`src/source/capture_pkg.sv`:
```
`default_nettype none

package capture_pkg;

  // pixel word width of the 9-bit sensor bus
  localparam int pixel_bits = 9;

  localparam int fifo_abits = 4;   // 16 words so the fifo fills and overflows

  localparam int tick_div   = 3;   // system clocks per pixel strobe

  localparam int h_active   = 10;  // visible pixels per line
  localparam int h_total    = 14;  // visible plus horizontal blank

  localparam int v_active   = 4;   // visible lines per frame
  localparam int v_total    = 6;   // visible plus vertical blank

endpackage

`default_nettype wire

```
`src/source/capture_top.sv`:
```
`default_nettype none

module capture_top
  import capture_pkg::*;
#(
  parameter int pixel_bits = capture_pkg::pixel_bits,
  parameter int fifo_abits = capture_pkg::fifo_abits,
  parameter int tick_div   = capture_pkg::tick_div,
  parameter int h_active   = capture_pkg::h_active,
  parameter int h_total    = capture_pkg::h_total,
  parameter int v_active   = capture_pkg::v_active,
  parameter int v_total    = capture_pkg::v_total
)
(
  input  logic                  clock,
  input  logic                  reset,
  input  logic                  enable,       // lets the pattern advance
  input  logic                  read,         // fifo pop strobe
  output logic                  pixel_tick,
  output logic                  href,
  output logic                  vsync,
  output logic [pixel_bits-1:0] dout,
  output logic                  empty,
  output logic                  full,
  output logic                  overflow
);

  logic                  write;        // one pixel inside the active window
  logic [pixel_bits-1:0] pixel_data;

  assign write = pixel_tick & href & ~vsync;

  sync_timing_gen #(
    .tick_div (tick_div),
    .h_active (h_active),
    .h_total  (h_total),
    .v_active (v_active),
    .v_total  (v_total)
  ) sync_timing_gen_inst (
    .clock      (clock),
    .reset      (reset),
    .pixel_tick (pixel_tick),
    .href       (href),
    .vsync      (vsync)
  );

  pattern_source #(
    .pixel_bits (pixel_bits)
  ) pattern_source_inst (
    .clock      (clock),
    .reset      (reset),
    .write      (write),
    .full       (full),           // no back-pressure, full only stops the count
    .vsync      (vsync),
    .enable     (enable),
    .pixel_data (pixel_data)
  );

  frame_fifo #(
    .pixel_bits (pixel_bits),
    .fifo_abits (fifo_abits)
  ) frame_fifo_inst (
    .clock    (clock),
    .reset    (reset),
    .write    (write),
    .din      (pixel_data),
    .read     (read),
    .dout     (dout),
    .empty    (empty),
    .full     (full),
    .overflow (overflow)
  );

endmodule

`default_nettype wire

```
`src/source/frame_fifo.sv`:
```
`default_nettype none

module frame_fifo
  import capture_pkg::*;
#(
  parameter int pixel_bits = capture_pkg::pixel_bits,
  parameter int fifo_abits = capture_pkg::fifo_abits
)
(
  input  logic                  clock,
  input  logic                  reset,
  input  logic                  write,      // store din this cycle
  input  logic [pixel_bits-1:0] din,
  input  logic                  read,       // pop oldest word into dout
  output logic [pixel_bits-1:0] dout,       // holds until the next accepted read
  output logic                  empty,
  output logic                  full,
  output logic                  overflow    // sticky flag for a dropped write
);

  localparam int depth = 1 << fifo_abits;   // number of words

  logic [pixel_bits-1:0] mem [depth];       // pixel storage
  logic [fifo_abits-1:0] wr_ptr;            // next slot to write
  logic [fifo_abits-1:0] rd_ptr;            // oldest stored slot
  logic [fifo_abits:0]   count;             // words held with one extra bit to reach depth
  logic [fifo_abits:0]   count_next;
  logic                  rd_accept;
  logic                  wr_accept;

  assign rd_accept = read & ~empty;                 // read on empty is ignored
  assign wr_accept = write & (~full | rd_accept);   // a pop frees the slot

  always_ff @(posedge clock)
  begin
    if (wr_accept)
      mem[wr_ptr] <= din;
  end

  // occupancy after this edge
  always_comb
  begin
    case ({wr_accept, rd_accept})
      2'b10:   count_next = count + (fifo_abits + 1)'(1);   // push only
      2'b01:   count_next = count - (fifo_abits + 1)'(1);   // pop only
      default: count_next = count;                          // idle or both
    endcase
  end

  always_ff @(posedge clock or posedge reset)
  begin
    if (reset)
    begin
      wr_ptr   <= '0;
      rd_ptr   <= '0;
      count    <= '0;
      empty    <= 1'b1;
      full     <= 1'b0;
      overflow <= 1'b0;
    end
    else
    begin
      if (wr_accept)
        wr_ptr <= wr_ptr + fifo_abits'(1);   // wraps with the address width
      if (rd_accept)
        rd_ptr <= rd_ptr + fifo_abits'(1);
      count <= count_next;
      empty <= (count_next == '0);
      full  <= (count_next == (fifo_abits + 1)'(depth));
      if (write & ~wr_accept)
        overflow <= 1'b1;                    // stays set until reset
    end
  end

  // read word register keeps the old word when a same-edge write hits this slot
  always_ff @(posedge clock or posedge reset)
  begin
    if (reset)
      dout <= '0;
    else if (rd_accept)
      dout <= mem[rd_ptr];
  end

endmodule

`default_nettype wire

```
`src/source/pattern_source.sv`:
```
`default_nettype none

module pattern_source
  import capture_pkg::*;
#(
  parameter int pixel_bits = capture_pkg::pixel_bits
)
(
  input  logic                  clock,
  input  logic                  reset,
  input  logic                  write,       // pixel strobe inside the active window
  input  logic                  full,        // fifo cannot take the pixel
  input  logic                  vsync,       // vertical blank, restarts the pattern
  input  logic                  enable,      // low freezes the value
  output logic [pixel_bits-1:0] pixel_data   // value offered to the fifo
);

  logic advance;   // pixel taken and pattern allowed to move

  assign advance = write & ~full & enable;

  // running count per frame, wraps at the word width
  always_ff @(posedge clock or posedge reset)
  begin
    if (reset)
    begin
      pixel_data <= '0;
    end
    else if (vsync)
    begin
      pixel_data <= '0;                                // every frame starts from zero
    end
    else if (advance)
    begin
      pixel_data <= pixel_data + pixel_bits'(1);
    end
    // with enable low the same value is offered again
  end

endmodule

`default_nettype wire

```
`src/source/sync_timing_gen.sv`:
```
`default_nettype none

module sync_timing_gen
  import capture_pkg::*;
#(
  parameter int tick_div = capture_pkg::tick_div,
  parameter int h_active = capture_pkg::h_active,
  parameter int h_total  = capture_pkg::h_total,
  parameter int v_active = capture_pkg::v_active,
  parameter int v_total  = capture_pkg::v_total
)
(
  input  logic clock,
  input  logic reset,
  output logic pixel_tick,   // one clock wide, once per tick_div clocks
  output logic href,         // line valid level
  output logic vsync         // frame blank level
);

  // counter widths, kept at least one bit for degenerate settings
  localparam int div_w = (tick_div > 1) ? $clog2(tick_div) : 1;
  localparam int col_w = (h_total > 1) ? $clog2(h_total) : 1;
  localparam int row_w = (v_total > 1) ? $clog2(v_total) : 1;

  logic [div_w-1:0] div_cnt;    // position inside one pixel period
  logic [div_w-1:0] div_next;
  logic [col_w-1:0] col;        // pixel column within the line
  logic [col_w-1:0] col_next;
  logic [row_w-1:0] row;        // line number within the frame
  logic [row_w-1:0] row_next;
  logic             col_wrap;   // at the last column of the line
  logic             row_wrap;   // at the last line of the frame

  assign col_wrap = (col == col_w'(h_total - 1));
  assign row_wrap = (row == row_w'(v_total - 1));

  // clock divider, free running
  always_comb
  begin
    if (div_cnt == div_w'(tick_div - 1))
      div_next = '0;            // wrap, new pixel period starts
    else
      div_next = div_cnt + div_w'(1);
  end

  // column and row only move at the edge that closes a tick cycle
  always_comb
  begin
    col_next = col;
    row_next = row;
    if (pixel_tick)
    begin
      if (col_wrap)
      begin
        col_next = '0;          // end of line
        if (row_wrap)
          row_next = '0;        // end of frame
        else
          row_next = row + row_w'(1);
      end
      else
      begin
        col_next = col + col_w'(1);
      end
    end
  end

  // outputs decode the next counter values so all three switch on one edge
  always_ff @(posedge clock or posedge reset)
  begin
    if (reset)
    begin
      div_cnt    <= '0;
      col        <= '0;
      row        <= '0;
      pixel_tick <= 1'b0;
      href       <= 1'b1;       // column 0 is inside the active line
      vsync      <= 1'b0;       // row 0 is inside the active frame
    end
    else
    begin
      div_cnt    <= div_next;
      col        <= col_next;
      row        <= row_next;
      pixel_tick <= (div_next == div_w'(tick_div - 1));
      href       <= (int'(col_next) < h_active);
      vsync      <= (int'(row_next) >= v_active);   // blank lines sit at the end
    end
  end

endmodule

`default_nettype wire

```
`config.mk`:
```
export PLATFORM = sky130hd
export DESIGN_NAME = capture_top
export DESIGN_NICKNAME = d
export VERILOG_FILES = /design/src/source/capture_pkg.sv /design/src/source/capture_top.sv /design/src/source/frame_fifo.sv /design/src/source/pattern_source.sv /design/src/source/sync_timing_gen.sv
export SDC_FILE = /design/constraint.sdc
export NUM_CORES = 1
export LEC_CHECK = 0
export BUFFER_PORTS_ARGS = -buffer_cell sky130_fd_sc_hd__clkbuf_2
export CAP_MARGIN = 20
export CORE_MARGIN = 4
export CORE_UTILIZATION = 62
export CTS_BUF_LIST = sky130_fd_sc_hd__clkbuf_4 sky130_fd_sc_hd__clkbuf_8
export CTS_CLUSTER_SIZE = 30
export DETAILED_ROUTE_END_ITERATION = 6
export PLACE_DENSITY_LB_ADDON = 0.25
export RECOVER_POWER = 50
export SLEW_MARGIN = 20
export SYNTH_ARGS = -nofsm -noshare
export SYNTH_HDL_FRONTEND = slang
export SYNTH_SLANG_ARGS = --single-unit
```
`constraint.sdc`:
```
create_clock -name clock -period 4.2 [get_ports clock]
set_clock_uncertainty 0.1 [all_clocks]
set_input_delay 0.63 -clock clock [delete_from_list [all_inputs] [get_ports clock]]
set_output_delay 0.63 -clock clock [all_outputs]
set_load 0.05 [all_outputs]
```
==> impl_metrics.yaml, run 1 <==
status:
  outcome: "finished with violations"
  violations: "max-capacitance violations, max-slew violations"
clock_tree:
  cts_resized: 0
  clk_latency_ns: 0.45
  postCtsSetupBuffers: 0
  h-tree-depth: 4
  cts_hold_buf: 0
  cts_root_buf: "clkbuf_8"
  clock-sinks: 188
  clock_path_buffers: 2
  clkSlewWorstSetupHoldPaths_ns: 0.08
  cts_tree: "done"
  numCtsBuffers: 17
logic_synthesis:
  yosysTopAreaCell: "edfxtp_1"
  synth-seq-cells: 188
  synth_top_family_by_area: "multiplexers"
  synthSimpleGateAreaFrac: 0.0609
  synth_xor_area_frac: 0.0229
  synth_compound_area_frac: 0.0329
  synthAdderAreaFrac: 0.0164
  synth_area_per_cell_um2: 17.8
  async_flop_share: 0.234
  netlist_top_cells_area: "edfxtp_1 57%, dfrtp_1 14%, mux4_2 11%"
  synth_ff_type: "edfxtp_1"
  synth_edf_count: 144
  yosys.area.top_type_share: 0.566
  syn_inst: 429
  syn-num-nets: 443
  synth_cell_types: 48
  synthMuxAreaShare: 0.134
  seq_area_frac_synth: 0.710
  synth.cell_area_um2: 7650
  yosysWarnings: 0
drt:
  drt_wl_total_um: 13400
  drtAntennaViolNets: 0
  first_pass_iters: 5
  avgRoutedWirePerCell_um: 21.2
  drt_iter0_markers: 445
  drc: 0
  vias: 3808
  via_per_inst: 6.02
global_route:
  grt_start_max_net_pins: 45
  antenna_found_initial: 0
  grt_pass1_vias: 3944
  grtUsageTotal: 0.209
  grt_overflow: 0
  grt_pass1_wl_um: 21900
final_layout:
  nFillCells: 791
  layout.cells.non_filler: 633
  syn_to_final_growth_pct: 7.10
  layout-drive-gt1-share: 0.232
  regArea_um2: 5430
  multi_input_area_um2: 2040
  fin_nets: 467
  antenna_cells: 0
  fin_util: 0.679
floorplan:
  core_um2: 12100
  ios: 19
  die-area_um2: 14200
  row_count: 40
  die_y_um: 119
  start_util: 0.634
  die_w_um: 119
hold_path:
  min_path_type: "flop to flop"
  hold_path_end: "sync_timing_gen_inst.div_cnt[0]"
  worstHoldPathCells: 1
  hold_start: "sync_timing_gen_inst.div_cnt[0]"
placement:
  portBuffers: 18
  place_inst: 602
  gp_congestion: 0.813
  hpwl_um: 8580
setup_path:
  r2r-end: "frame_fifo_inst.empty"
  start_kind: "flop"
  worst_ep_required_time_ns: 4.48
  reg2reg_depth: 11
  cp-end-kind: "flop"
  r2r_slack_ns: 0.93
  arrival_ns: 3.55
  criticalPathCategory: "flop to flop"
  crit_fanout: 14
sta:
  final.setup.tns_ns: 0
  finalCriticalPeriod_ns: 3.27
  setup_violations: 0
  min_period_over_period: 0.778
  worstMarginPinSlew_ns: 1.65
  hold_violations: 0
  fmax_mhz: 306
  rsz0062_at_grt: "false"
  slew_violations: 45
  relSlewSlack: -0.104
run:
  maxCapViolCount: 1
power:
  peakVddDrop_v: 0.000316
  power_density_nw_per_um2: 610
  power.leakage_nw: 2.81
layout by cell type, fill, tap and decap left out, types with 9 or more instances in the layout:
| master | Yosys | routed |
|---|---|---|
| nand2_1 | 24 | 24 |
| mux2_2 | 10 | 10 |
| dfrtp_1 | 42 | 40 |
| ha_1 | 10 | 10 |
| xnor2_1 | 12 | 12 |
| edfxtp_1 | 144 | 144 |
| nor2_1 | 26 | 26 |
| o21ai_0 | 9 | 9 |
| clkbuf_8 | 0 | 17 |
| mux4_2 | 36 | 36 |
| clkbuf_2 | 0 | 18 |
| mux2i_1 | 10 | 10 |
| nor3_1 | 14 | 14 |
cells by family (layout without fill, tap and decap cells):
logic type | Yosys count | in the layout
xor+xnor | 20 | 20
fa+ha+maj | 10 | 10
mux | 56 | 56
simple gates | 94 | 94
flops | 188 | 188
buf+inv | 27 | 63
compound gates | 34 | 34
Yosys cell counts (all sizes together), types with 6 or more instances:
cell / count
buf: 16
edfxtp: 144
xnor2: 12
nor3: 14
mux2i: 10
ha: 10
a221o: 8
o21ai: 10
dfrtp: 42
inv: 6
xor2: 8
nand3: 7
nor2: 27
mux2: 10
nand2: 24
mux4: 36
per-layer routing:
| layer | vias to the layer above | share of wire | GRT usage |
|---|---|---|---|
| met5 | - | 0 | 0 |
| met3 | 13 | 0.046 | 0.0427 |
| li1 | 1712 | - | - |
| met4 | 0 | 0.012 | 0.0673 |
| met2 | 100 | 0.52 | 0.345 |
| met1 | 1983 | 0.42 | 0.284 |
worst max-delay path by stage:
stage / startpoint / endpoint / slack [ns] / depth (start not counted)
floorplan: sync_timing_gen_inst.div_cnt[1] / frame_fifo_inst.full / 1.10 / 13
global placement: read / frame_fifo_inst.full / 1.03 / 13
finish: flop / frame_fifo_inst.empty / 0.93 / 11
CTS: flop / frame_fifo_inst.empty / 0.93 / 11
global route: flop / frame_fifo_inst.empty / 0.73 / 11
detailed placement: read / frame_fifo_inst.empty / 0.86 / 13
through the flow:
stage | total power [mW] | hold WS [ns] | area [µm²] | worst slack (ns)
2_1_floorplan | 3.71 | 0.289 | 7650 | 1.10
3_3_place_gp | 3.95 | 0.300 | 7850 | 1.03
3_5_place_dp | 4.02 | 0.310 | 7850 | 0.862
4_1_cts | 5.04 | 0.261 | 8190 | 0.935
5_1_grt | 5.26 | 0.352 | 8190 | 0.733
6_report | 5.00 | 0.321 | 8190 | 0.934
area by class of cell:
class,instances,area share
sequential,188,0.663
multi-input combinational,214,0.249
clock buffer,20,0.0313
tap,168,0.0257
timing repair buffer,26,0.0183
clock inverter,11,0.00963
inverter,6,0.00275
power by group:
group | internal [mW] | leakage, nW | switching, mW
Sequential | 2.26 | 1.81 | 0.427
Combinational | 0.630 | 0.831 | 0.636
Clock | 0.471 | 0.172 | 0.567
registers in the layout (all words and copies together) (netlist names), named ones only:
register,flops
frame_fifo_inst.count,5
frame_fifo_inst.dout,9
frame_fifo_inst.empty,1
frame_fifo_inst.full,1
frame_fifo_inst.mem,144
frame_fifo_inst.overflow,1
frame_fifo_inst.rd_ptr,4
frame_fifo_inst.wr_ptr,4
pattern_source_inst.pixel_data,9
sync_timing_gen_inst.col,4
sync_timing_gen_inst.div_cnt,2
sync_timing_gen_inst.href,1
worst max-delay path, stage by stage, from the launching register on:
cell,delay [ns]
dfrtp_1,0.53
nand3b_2,0.36
a21oi_2,0.36
inv_1,0.11
ha_1,0.33
xor2_1,0.19
ha_1,0.24
a21oi_1,0.18
mux2i_1,0.26
xnor2_1,0.12
a311o_1,0.30
nor2_1,0.12
Power figures use the tool's default switching activity.
==> run 2, diff against run 1 <==
ABC_AREA = 1   (was unset)
CORE_UTILIZATION = 58   (was 62)
clock period = 2.9 ns   (was 4.2 ns; I/O delays follow)
==> impl_metrics.yaml, run 2 <==
status:
  outcome: "finished clean"
floorplan:
  ios: 19
  die-area_um2: 15700
  die_w_um: 125
  row_count: 42
  die_y_um: 125
  start_util: 0.597
  core_um2: 13300
logic_synthesis:
  syn_inst: 732
  seq_area_frac_synth: 0.682
  yosysTopAreaCell: "edfxtp_1"
  synth_ff_type: "edfxtp_1"
  async_flop_share: 0.234
  synth_area_per_cell_um2: 10.9
  yosys-top-cells-count: "224 x nand2_1, 144 x edfxtp_1, 110 x nand3_1, 49 x nor2_1, 42 x dfrtp_1"
  synth-seq-cells: 188
  netlist_top_cells_area: "edfxtp_1 54%, dfrtp_1 13%, nand2_1 11%"
  synth.cell_area_um2: 7960
  synth_cell_types: 34
  yosysMostFrequentCell: "nand2_1"
  synth_edf_count: 144
  yosysWarnings: 0
  syn-num-nets: 746
  yosys.area.top_type_share: 0.543
global_route:
  grt_pass1_vias: 5093
  antenna_found_initial: 0
  grtUsageTotal: 0.227
  grt_overflow: 0
  grt_start_max_net_pins: 74
  grt_pass1_wl_um: 27500
clock_tree:
  cts_resized: 0
  clk_latency_ns: 0.46
  numCtsBuffers: 17
  h-tree-depth: 4
  postCtsSetupBuffers: 0
  cts_root_buf: "clkbuf_8"
  clock-sinks: 188
  cts_tree: "done"
  cts_hold_buf: 1
  clock_path_buffers: 2
  clkSlewWorstSetupHoldPaths_ns: 0.09
setup_path:
  criticalPathCategory: "flop to flop"
  cp-end-kind: "flop"
  worst_ep_required_time_ns: 3.20
  path_common_cell: "nor2_1"
  critPathBufInv: 3
  arrival_ns: 2.95
  crit_fanout: 11
  cpLargestDelayFamily: "simple AND/OR/NAND/NOR gates"
  cpMaxStageDelayCell: "dfstp_2"
  worstPathCellList: "or2_1, buf_4, inv_1, ha_1, nand2_1, inv_1, nor2_1, ha_1, o21ai_0, nand2_1, nor2_1, nand3_1, nor2_1"
  start_kind: "flop"
  max_stage_delay_ns: 0.54
drt:
  drc: 0
  first_pass_iters: 5
  drtAntennaViolNets: 0
  avgRoutedWirePerCell_um: 17.9
  via_per_inst: 5.54
  drt_wl_total_um: 17100
  vias: 5303
  drt_iter0_markers: 634
placement:
  hpwl_um: 11000
  gp_congestion: 0.947
  portBuffers: 18
final_layout:
  nFillCells: 1016
  largest_reg_flops: 144
  fin_nets: 783
  antenna_cells: 0
  syn_to_final_growth_pct: 8.88
  fin_util: 0.650
  final_cell_mix: "224 x nand2_1, 144 x edfxtp_1, 110 x nand3_1, 49 x nor2_1, 41 x dfrtp_1"
  final_common_cell: "nand2_1"
  top_register: "frame_fifo_inst.mem"
  layout-drive-gt1-share: 0.110
  reg_top3: "frame_fifo_inst.mem x144, frame_fifo_inst.dout x9, pattern_source_inst.pixel_data x9"
power:
  pwr-share-clk: 0.208
  internal_power_mw: 4.79
  pwr-share-comb: 0.363
  p_seq_frac: 0.430
  power.leakage_nw: 3.56
  peakVddDrop_v: 0.000548
  p_switching_mw: 3.15
  power_switching_share: 0.396
  power_density_nw_per_um2: 916
sta:
  min_period_over_period: 0.915
  final.setup.tns_ns: 0
  rsz0062_at_grt: "false"
  fmax_mhz: 377
  worstMarginPinSlew_ns: 1.26
  finalCriticalPeriod_ns: 2.65
  slew_violations: 0
  setup_violations: 0
  hold_violations: 0
  relSlewSlack: 0.160
hold_path:
  min_path_type: "primary input to flop"
run:
  maxCapViolCount: 0
## run 2: cell types whose count changed after synthesis, sizes merged, moves of 8 or more
cell	change
a21oi	+23
a221o	-8
buf	+14
inv	+37
mux2	-10
mux2i	-9
mux4	-36
nand2	+204
nand3	+103
nor2	+23
xnor2	-12
## run 2: path summary, 6_finish.rpt
check,startpoint,endpoint,cells past startpoint,slack [ns]
worst max-delay path,frame_fifo_inst.empty,frame_fifo_inst.empty,13,0.25
max in group asynchronous,reset,sync_timing_gen_inst.col[1],4,0.69
worst min-delay path,read,frame_fifo_inst.dout[8],5,0.30
worst min register to register,sync_timing_gen_inst.div_cnt[0],sync_timing_gen_inst.div_cnt[0],1,0.35
worst max register to register,frame_fifo_inst.empty,frame_fifo_inst.empty,13,0.25
min in group asynchronous,reset,frame_fifo_inst.count[4],3,0.46
## run 2: layout make-up
class | count | area (µm²) | share of cell area
Sequential cell | 188 | 5430 | 0.626
Timing Repair Buffer | 49 | 315 | 0.0364
Multi-Input combinational cell | 469 | 2170 | 0.250
Tap cell | 176 | 220 | 0.0254
Clock buffer | 28 | 329 | 0.0380
Inverter | 44 | 165 | 0.0190
Clock inverter | 4 | 43.8 | 0.00505
## run 2: worst register-to-register path, stage by stage (launching register included)
cell,delay (ns)
dfstp_2,0.54
or2_1,0.15
buf_4,0.21
inv_1,0.07
ha_1,0.25
nand2_1,0.10
inv_1,0.05
nor2_1,0.15
ha_1,0.26
o21ai_0,0.29
nand2_1,0.08
nor2_1,0.11
nand3_1,0.11
nor2_1,0.11
## run 2: power by group through the flow
stage	combinational [mW]	clock [mW]	sequential, mW
after CTS	2.87	1.66	3.40
after floorplan	1.83	0	3.69
after detailed placement	2.86	0	3.46
after global placement	2.75	0	3.45
final	2.88	1.65	3.41
after global routing	3.19	1.77	3.44
## run 2: kinds of logic after synthesis
| group | share of synthesized area |
|---|---|
| and+or+nand+nor | 0.214 |
| buffers and inverters | 0.0462 |
| AOI/OAI and AO/OA | 0.0324 |
| adders and majority gates | 0.0157 |
| xor gates and xnor gates | 0.00880 |
| muxes | 0.00126 |
| DFF | 0.682 |
## run 2: metal layers
| metal | vias to the layer above | GRT usage | share of wire |
|---|---|---|---|
| met4 | 0 | 0.0912 | 0.028 |
| met1 | 2505 | 0.332 | 0.44 |
| met3 | 31 | 0.0456 | 0.079 |
| li1 | 2550 | - | - |
| met5 | - | 0 | 0 |
| met2 | 217 | 0.340 | 0.45 |
## run 2: per-stage QoR
step	hold slack, ns	setup slack, ns	instance area, µm²	std cells	power (mW)
after detailed placement	0.339	0.250	8310	925	6.32
after floorplan	0.297	0.285	7960	732	5.52
after CTS	0.282	0.313	8690	958	7.93
after global placement	0.308	0.401	8310	925	6.20
final	0.299	0.247	8670	958	7.94
after global routing	0.353	0.0349	8670	958	8.39
